## src/logic/flow_pkg.sv

```systemverilog
package flow_pkg;

	// result slots the downstream buffer offers
	// also the most items that can be in flight between in and out
	localparam int CREDIT_MAX = 8;

	// counter has to hold CREDIT_MAX itself, not only CREDIT_MAX-1
	localparam int CREDIT_W = $clog2(CREDIT_MAX + 1);	// 4 bits for 0..8

	typedef logic [CREDIT_W-1:0] credit_t;	// unsigned credit count

	// count value loaded at reset, every slot free
	localparam credit_t CREDIT_FULL = credit_t'(CREDIT_MAX);

	// count value where upstream has to be held off
	localparam credit_t CREDIT_NONE = '0;

endpackage : flow_pkg

```

## src/logic/mixer_pkg.sv

```systemverilog
package mixer_pkg;

	// widths of the mixer datapath
	localparam int SAMPLE_W = 18;	// rf sample and mixed output
	localparam int LO_W     = 24;	// cosine and sine LO words
	localparam int PROD_W   = SAMPLE_W + LO_W;	// full signed product

	typedef logic signed [SAMPLE_W-1:0] sample_t;	// rf in, I or Q out
	typedef logic signed [LO_W-1:0]     lo_t;	// one LO rail
	typedef logic signed [PROD_W-1:0]   product_t;	// 42-bit product

	// acceptance to result, gate register plus three multiplier stages
	localparam int MUL_LATENCY = 4;

	// the half-LSB offset is built from this product bit
	localparam int ROUND_POS = 16;

	// product bits kept in the rounded output
	localparam int OUT_LSB = 17;
	localparam int OUT_MSB = 34;	// OUT_MSB - OUT_LSB + 1 == SAMPLE_W

	// one bit above the kept field
	// a difference from OUT_MSB means the result wrapped
	localparam int GUARD_BIT = 35;

	// rounding offsets for the two product signs
	// a negative product gets one less so that halves round away from zero
	localparam product_t RND_POS_OFS = product_t'(1) << ROUND_POS;
	localparam product_t RND_NEG_OFS = RND_POS_OFS - product_t'(1);

endpackage : mixer_pkg
```

## src/logic/mix_req_if.sv

```systemverilog
`timescale 1ns/100ps

// one accepted item, handed from the credit gate to both rails
// no handshake back, the multipliers never stall
interface mix_req_if;
	import mixer_pkg::*;

	logic    valid;	// single-cycle pulse per item
	sample_t rf;	// rf sample, shared by I and Q
	lo_t     lo_cos;	// cosine LO, I rail
	lo_t     lo_sin;	// sine LO, Q rail

	// credit gate side, owns the item registers
	modport gate (
		output valid,
		output rf,
		output lo_cos,
		output lo_sin
	);

	// multiplier side
	// each rail picks its own LO out of the two
	modport mul (
		input valid,
		input rf,
		input lo_cos,
		input lo_sin
	);

endinterface : mix_req_if

```

## src/logic/quad_mixer_top.sv

```systemverilog
`timescale 1ns/100ps

// quadrature mixer, rf times cosine LO on I, rf times sine LO on Q
// results go to a credit-managed buffer, 4 cycles from accept to out
module quad_mixer_top (
	input  logic               clk,
	input  logic               arst_n,
	input  logic               in_valid,
	input  mixer_pkg::sample_t in_rf,	// signed rf sample
	input  mixer_pkg::lo_t     in_lo_cos,	// cosine LO word
	input  mixer_pkg::lo_t     in_lo_sin,	// sine LO word
	output logic               in_ready,
	output logic               out_valid,	// receiver must take it
	output mixer_pkg::sample_t out_i,
	output mixer_pkg::sample_t out_q,
	output logic               out_ovf_i,
	output logic               out_ovf_q,
	input  logic               credit_return	// one pulse per freed slot
);

	mix_req_if req_if ();	// accepted item, shared by both rails

	// credit count and input register
	credit_gate gate_inst (
		.clk           (clk),
		.arst_n        (arst_n),
		.in_valid      (in_valid),
		.in_rf         (in_rf),
		.in_lo_cos     (in_lo_cos),
		.in_lo_sin     (in_lo_sin),
		.credit_return (credit_return),
		.in_ready      (in_ready),
		.req           (req_if.gate)
	);

	// I rail, cosine LO
	mixer_mul #(.USE_SIN(1'b0)) mul_i (
		.clk       (clk),
		.arst_n    (arst_n),
		.req       (req_if.mul),
		.res       (out_i),
		.res_ovf   (out_ovf_i),
		.res_valid (out_valid)	// stands for both rails
	);

	// Q rail, sine LO
	// same pipeline depth as I, so its valid matches and is left open
	mixer_mul #(.USE_SIN(1'b1)) mul_q (
		.clk       (clk),
		.arst_n    (arst_n),
		.req       (req_if.mul),
		.res       (out_q),
		.res_ovf   (out_ovf_q),
		.res_valid ()
	);

endmodule : quad_mixer_top

```

## src/logic/credit_gate.sv

```systemverilog
`timescale 1ns/100ps

// holds one credit per free result slot downstream
// upstream is let in only while a slot is free, so the pipeline never stalls
module credit_gate (
	input  logic               clk,
	input  logic               arst_n,
	input  logic               in_valid,	// upstream offers an item
	input  mixer_pkg::sample_t in_rf,
	input  mixer_pkg::lo_t     in_lo_cos,
	input  mixer_pkg::lo_t     in_lo_sin,
	input  logic               credit_return,	// one slot freed downstream
	output logic               in_ready,	// at least one credit left
	mix_req_if.gate            req	// registered item to both multipliers
);
	import flow_pkg::*;

	credit_t credits;	// free downstream slots
	logic    accept;	// upstream handshake this cycle

	// ready comes from the registered count only
	assign in_ready = (credits != CREDIT_NONE);
	assign accept   = in_valid & in_ready;

	// take one credit per accept, give one back per return
	// both on the same edge cancel out
	always_ff @(posedge clk or negedge arst_n) begin
		if (!arst_n) begin
			credits <= CREDIT_FULL;	// all slots free
		end else begin
			case ({accept, credit_return})
				2'b10:   credits <= credits - credit_t'(1);
				2'b01:   credits <= credits + credit_t'(1);
				default: credits <= credits;	// idle or both
			endcase
		end
	end

	// valid pulse the cycle after acceptance
	always_ff @(posedge clk or negedge arst_n) begin
		if (!arst_n) begin
			req.valid <= 1'b0;
		end else begin
			req.valid <= accept;
		end
	end

	// item registers
	// loaded only on accept, so the rails see stable values between items
	always_ff @(posedge clk) begin
		if (accept) begin
			req.rf     <= in_rf;
			req.lo_cos <= in_lo_cos;
			req.lo_sin <= in_lo_sin;
		end
	end

endmodule : credit_gate

```

## src/logic/mixer_mul.sv

```systemverilog
`timescale 1ns/100ps

// signed 18x24 multiply, rounded back to 18 bits
// three register stages here, the input register sits in the credit gate
module mixer_mul #(
	parameter bit USE_SIN = 1'b0	// 0 gives the I rail, 1 the Q rail
) (
	input  logic               clk,
	input  logic               arst_n,
	mix_req_if.mul             req,	// item from the credit gate
	output mixer_pkg::sample_t res,	// rounded product bits 34:17
	output logic               res_ovf,	// rounded product left the range
	output logic               res_valid	// one pulse per item
);
	import mixer_pkg::*;

	lo_t      lo_sel;	// LO for this rail
	product_t prod_s1;	// full product
	logic     neg_s1;	// sign of the product from the input signs
	logic     vld_s1;
	product_t sum_s2;	// product plus rounding offset
	logic     vld_s2;

	// fixed per instance, so this folds away to plain wires
	assign lo_sel = USE_SIN ? req.lo_sin : req.lo_cos;

	// stage 1, multiply
	// both operands are signed, they get extended to the 42-bit target
	always_ff @(posedge clk) begin
		prod_s1 <= req.rf * lo_sel;
		neg_s1  <= req.rf[SAMPLE_W-1] ^ lo_sel[LO_W-1];	// known before the product
	end

	// stage 2, add half an output LSB
	// positive products round half up, negative ones round half away from zero
	// a zero input may give neg_s1 set, the offset still leaves 0
	always_ff @(posedge clk) begin
		if (neg_s1) begin
			sum_s2 <= prod_s1 + RND_NEG_OFS;
		end else begin
			sum_s2 <= prod_s1 + RND_POS_OFS;
		end
	end

	// stage 3, keep bits OUT_MSB..OUT_LSB
	always_ff @(posedge clk) begin
		res     <= sum_s2[OUT_MSB:OUT_LSB];
		res_ovf <= sum_s2[GUARD_BIT] ^ sum_s2[OUT_MSB];	// guard differs from kept msb
	end

	// valid follows the data through all three stages
	always_ff @(posedge clk or negedge arst_n) begin
		if (!arst_n) begin
			vld_s1    <= 1'b0;
			vld_s2    <= 1'b0;
			res_valid <= 1'b0;
		end else begin
			vld_s1    <= req.valid;
			vld_s2    <= vld_s1;
			res_valid <= vld_s2;
		end
	end

endmodule : mixer_mul

```

## config.mk

```make
export PLATFORM = sky130hd
export DESIGN_NAME = quad_mixer_top
export DESIGN_NICKNAME = d
export VERILOG_FILES = /design/src/logic/flow_pkg.sv /design/src/logic/mixer_pkg.sv /design/src/logic/mix_req_if.sv /design/src/logic/quad_mixer_top.sv /design/src/logic/credit_gate.sv /design/src/logic/mixer_mul.sv
export SDC_FILE = /design/constraint.sdc
export NUM_CORES = 2
export LEC_CHECK = 0
export BUFFER_PORTS_ARGS = -buffer_cell sky130_fd_sc_hd__buf_4
export CAP_MARGIN = 20
export CORE_UTILIZATION = 50
export CTS_CLUSTER_SIZE = 30
export DETAILED_ROUTE_END_ITERATION = 12
export GPL_ROUTABILITY_DRIVEN = 0
export PLACE_DENSITY = 0.72
export SYNTH_ARGS = -nofsm -noshare
export SYNTH_HDL_FRONTEND = slang
export SYNTH_SLANG_ARGS = --single-unit
export TNS_END_PERCENT = 10
```

## constraint.sdc

```tcl
create_clock -name clk -period 6.6 [get_ports clk]
set_input_delay 1.32 -clock clk [delete_from_list [all_inputs] [get_ports clk]]
set_output_delay 1.32 -clock clk [all_outputs]
set_load 0.01 [all_outputs]
```

**Yosys cells after proc, flatten, opt, wreduce, memory -nomap -nowiden**

Index checks and enable logic that the tools add are counted.
W data, S select, Z words.

- Add/sub/neg operators: 6
- Multiply operators: 2
- Div/mod/pow operators: 0
- Magnitude comparators: 0
- Equal/unequal tests: 2
- Shift operators: 0
- Mux-type cells: 3
- Bitwise gates (word level): 5
- Reductions and logical operators: 2

Operator list:

| operator | number |
|---|---|
| $add A36 B17 Y36 const B | 2 |
| $add A36 B18 Y36 const B | 2 |
| $mul A18 B24 Y36 | 2 |
| $mux W36 | 2 |
| $pmux W4 S2 | 1 |
| $add A4 B1 Y4 const B | 1 |
| $reduce_bool A4 Y1 | 1 |
| $sub A4 B1 Y4 const B | 1 |
| $xor A1 B1 Y1 | 4 |
| $eq A2 B1 Y1 const B | 1 |
| $eq A2 B2 Y1 const B | 1 |
| $reduce_bool A2 Y1 | 1 |
| $and A1 B1 Y1 | 1 |

- Register bits after elaboration: 258
- Latch bits: 0
- Memory bits (writable): 0
- ROM bits: 0
- Input bits: 70
- Output and inout bits: 40
- Word-level logic and storage cells: 38
- Memories: 0

**Logic depth before layout (Yosys ltp)**

- Depth after elaboration: 4
- Depth in mapped cells: 25
- Depth with buffers taken out: 23

**Modules after synthesis**

Synthesis repeated with hierarchy kept, for this count alone.

- Cell total of the unflattened synthesis: 3584
- Area total of the unflattened synthesis: 34309.2 µm²

Modules (own cells, without submodules):

| module | instances | cells each | area an instance (µm²) | sequential area each (µm²) |
|---|---|---|---|---|
| mixer_mul at mul_i | 1 | 1750 | 16020.4 | 1576.5 |
| mixer_mul at mul_q | 1 | 1736 | 15957.8 | 1576.5 |
| credit_gate | 1 | 98 | 2331.0 | 2108.3 |

**Worst setup path before layout**

Ideal clock, no wire load.

- Path kind: register to register
- Start point: reg gate_inst.req.rf[3]
- End point: reg mul_i.prod_s1[34]
- Setup time: 0.121 ns
- Arrival time: 6.156 ns
- Data required time: 6.479 ns
- Path slack: 0.324 ns
- Cell stages (with the launch flop): 21
- Path buffers: 2
- Clock period less this slack: 6.276 ns
- Path through: edfxtp_1 > clkbuf_1 > clkbuf_1 > nand2_1 > fa_1 > fa_1 > fa_1 > fa_1 > inv_1 > fa_1 > fa_1 > ha_1 > o211a_1 > o2111a_1 > a21oi_1 > o21ai_1 > a21o_2 > a311o_2 > a221oi_4 > o21ai_2 > xor2_1

- Word-level cells in the longest chain between the ends: 1

RTL lines:

| item | line | source |
|---|---|---|
| start, declared | mix_req_if.sv:16 | `output rf,` |
| start signal, assigned | credit_gate.sv:52 | `req.rf <= in_rf;` |
| $mul A18 B24 Y36 | mixer_mul.sv:30 | `prod_s1 <= req.rf * lo_sel;` |
| end signal, assigned | mixer_mul.sv:30 |  |
| end, declared | mixer_mul.sv:18 | `product_t prod_s1;` |

Every way passes these cells.
A chain may end at the register's enable or synchronous reset.

**Final worst setup path**

- Start point: reg gate_inst.req.rf[0]
- End point: reg mul_i.prod_s1[35]

The elaborated chain is that of the path after synthesis.

==> out/summary.md <==
## Outcome
* finished, final reports clean — result of the run

## Synthesis
* 33820 um^2 — area of the mapped netlist
* 0 — Warnings, synthesis
* 224 — flip-flop and latch count after synthesis
* 3.571% — post-synthesis async set-or-reset flop share
* fa_1 — area leader, netlist
* 51.54% — adder-cell area share of the yosys netlist
* adder cells — main combinational cell family by area after synthesis
* 4513 — Post-Syn Nets
* 44.10% — area fraction of the dominant cell type after synthesis
* 3497 — number of instances in the synthesized netlist
* fa_1 44%, inv_1 10%, dfxtp_1 8.9% — top post-synthesis cells by area
* 898 x inv_1, 745 x fa_1, 444 x nand2_1 — commonest cells in the netlist
* dfxtp_1 — Main synth FF type
* 3.185% — Synth Area in Compound Gates
* 15.34% — share of the yosys chip area belonging to registers
* 66 — number of synthesized flops with an enable pin
* 9.671 um^2 — mean instance size in the synthesized netlist
* 14.69% — Post-Synth Simple-Gate Area
* inv_1 — dominant cell by count in the synthesized netlist
* 3.678% — XOR/XNOR share of the synthesized area
* 0.03330% — multiplexer fraction of the synthesized cell area
* 63 — post-synth cell types

## Worst hold path
* reg -> reg — type of the worst min-delay path

## Worst setup path
* 6810 ps — CP arrival
* 17 — critical-path maximum fanout
* 7050 ps — data required time at the worst endpoint
* 240 ps — setup slack on the worst flop-to-flop path
* reg -> reg — category of the critical setup timing path
* 22 — depth of the most critical reg-to-reg path
* mul_i.prod_s1[35] — CP endpoint
* flop — startpoint class of the critical path
* gate_inst.req.rf[0] — Critical Path Source
* gate_inst.req.rf[0] — R2R Path Start
* flop — crit end category
* mul_i.prod_s1[35] — terminus of the critical flop-to-flop path

## Clocking
* clkbuf_16 — master cell of the clock root buffer
* 580 ps — Clk Latency, worst-skew pair
* 1 — level count of the clock H-tree
* 28 — number of CTS-inserted buffers
* 60 ps — clock slew at the register clock pins of the worst setup and hold paths
* 3 — number of buffers between clock root and the deepest sink
* 0 — Hold Buf Count CTS
* done — TritonCTS clock tree
* 224 — Clock Sink Count

## Routing
* met5 — highest signal layer in the routed design
* 0 — remaining antenna violation count
* 75.92 mm — wire length after detailed routing
* 16.75 um — wire length per cell after detailed routing
* 23.19k — count of vias placed by the detailed router
* 36.89 mm — metal2 WL
* 5.541 mm — length of routed met3 wiring
* 31.07 mm — WL met1
* 5 — total iterations of the first detailed-routing run
* 0 — final routed DRC violation total
* 5.115 — vias per std cell
* 1289 — number of violations reported at the end of detailed-routing iteration 0

## Die
* 262.1 um — floorplan die height
* 66330 um^2 — core region area
* 110 — Ports
* 50.98% — starting density of the core
* 262.1 um — Die W
* 68680 um^2 — area of the die
* 94 — Cell Rows

## Place
* 109 — Port Buffer Count
* 62.34 mm — dpl hpwl

## Timing
* 6361 ps — Tmin final
* 0 — Setup Viol. Count Final
* 1016 ps — transition time at the pin with the least slew margin
* yes — RSZ-0062 raised after global routing
* 0 — Final Max Tran Viols
* 32.28% — max_slew headroom
* 96.38% — ratio of final minimum period to clock period
* 0 — total count of hold-check failures in the final report
* 0 ps — Setup TNS Final
* 157.2 MHz — Max Clk Rate
* 20.86 ps — Worst Clk Skew

## Global routing
* 126.2 mm — wire length of the first global-routing pass
* 0 — total global routing overflow
* 4 — antenna violations before repair
* 23.50% — global router's overall resource usage
* 24.92k — number of global-route vias before repair
* 68 — maximum number of pins on one net before global-route repair

## Cells and area
* 0 — number of antenna repair diodes
* 9.373% — layout cells sized above 1
* 4664 — number of nets in the layout
* 11.31% — Synth-to-Final Area Change
* 56.75% — post-layout util

## Run
* 0 — number of max-cap violations

-- critical path, cell delays in order (launching register included) --
cell and delay, ps:
edfxtp_1 460, buf_12 200, and2_1 170, fa_1 510, fa_1 530, inv_1 50
fa_1 460, fa_1 510, inv_1 50, fa_1 560, inv_1 60, fa_1 470
inv_1 40, ha_1 310, and3_4 200, a221o_1 330, a221o_1 330, a21oi_4 170
a2bb2oi_4 200, o41ai_1 130, o311a_1 300, nor2_1 110, xnor2_1 70
-- sequential cells by signal, indices dropped and copies added (netlist names), 4 cells and up --
register	cells
gate_inst.req.lo_sin	24
gate_inst.credits	4
mul_i.sum_s2	19
mul_q.res	18
mul_i.prod_s1	36
mul_q.sum_s2	19
gate_inst.req.lo_cos	24
mul_i.res	18
mul_q.prod_s1	36
gate_inst.req.rf	18
-- timing repair --
action / CTS / global route
setup buffers: 0 / 23
endpoints found under the setup margin: 0 / 10
resized for setup: 0 / 15
-- layer usage --
layer  global-route usage, %  vias to the layer above
li1                        -                    10397
met1                   31.23                    11872
met2                   39.14                      768
met3                   4.147                      149
met4                   7.434                        6
met5                       0                        -
-- layout by cell type (no fill, tap or decap), types with 26 or more instances in the layout --
cell type	instances
inv_1	897
fa_1	745
nand2_1	444
and2_1	384
buf_4	238
ha_1	201
dfxtp_1	150
xnor2_1	107
edfxtp_1	66
nor2_1	55
a21oi_1	41
xor2_1	35
clkbuf_16	32
nand2b_1	26
-- how the worst min path moves through the flow --
| stage | start | to | slack (ps) | cells past startpoint |
|---|---|---|---|---|
| 2_1_floorplan | mul_i.sum_s2[17] | mul_i.res[0] | 310 | 0 |
| 3_3_place_gp | mul_i.sum_s2[29] | mul_i.res[12] | 310 | 0 |
| 3_5_place_dp | mul_i.sum_s2[31] | mul_i.res[14] | 310 | 0 |
| 4_1_cts | mul_i.sum_s2[31] | mul_i.res[14] | 320 | 0 |
| 5_1_grt | mul_i.sum_s2[24] | mul_i.res[7] | 330 | 0 |
| 6_report | mul_i.sum_s2[31] | mul_i.res[14] | 320 | 0 |
-- per-stage QoR --
stage / cells / worst slack, ps / area [um^2] / hold WS [ps]
floorplan: 3497 / 323.7 / 33820 / 309.6
global placement: 4459 / 165.2 / 36370 / 310.9
detailed placement: 4459 / 59.11 / 36370 / 312.1
CTS: 4511 / 56.27 / 37310 / 321.9
global route: 4534 / -22.46 / 37640 / 334.8
finish: 4534 / 239.0 / 37640 / 324.9
-- final cells by class --
type,count,area [um^2]
clock buffers,36,817.0
clock inverters,16,128.9
fillers,5851,28690
inverters,898,3371
multi-input cells,2233,24790
flip-flops and latches,224,5186
well taps,864,1081
repair buffers,263,2270
-- cell families after synthesis --
family / count (synthesis)
fa+ha+maj: 946
buf+inv: 1040
mux: 1
xor+xnor: 142
simple gates: 995
flops: 224
compound gates: 149
Power is not shown: default switching activity piles up to over one toggle a cycle in this logic, so the estimate is an artifact.
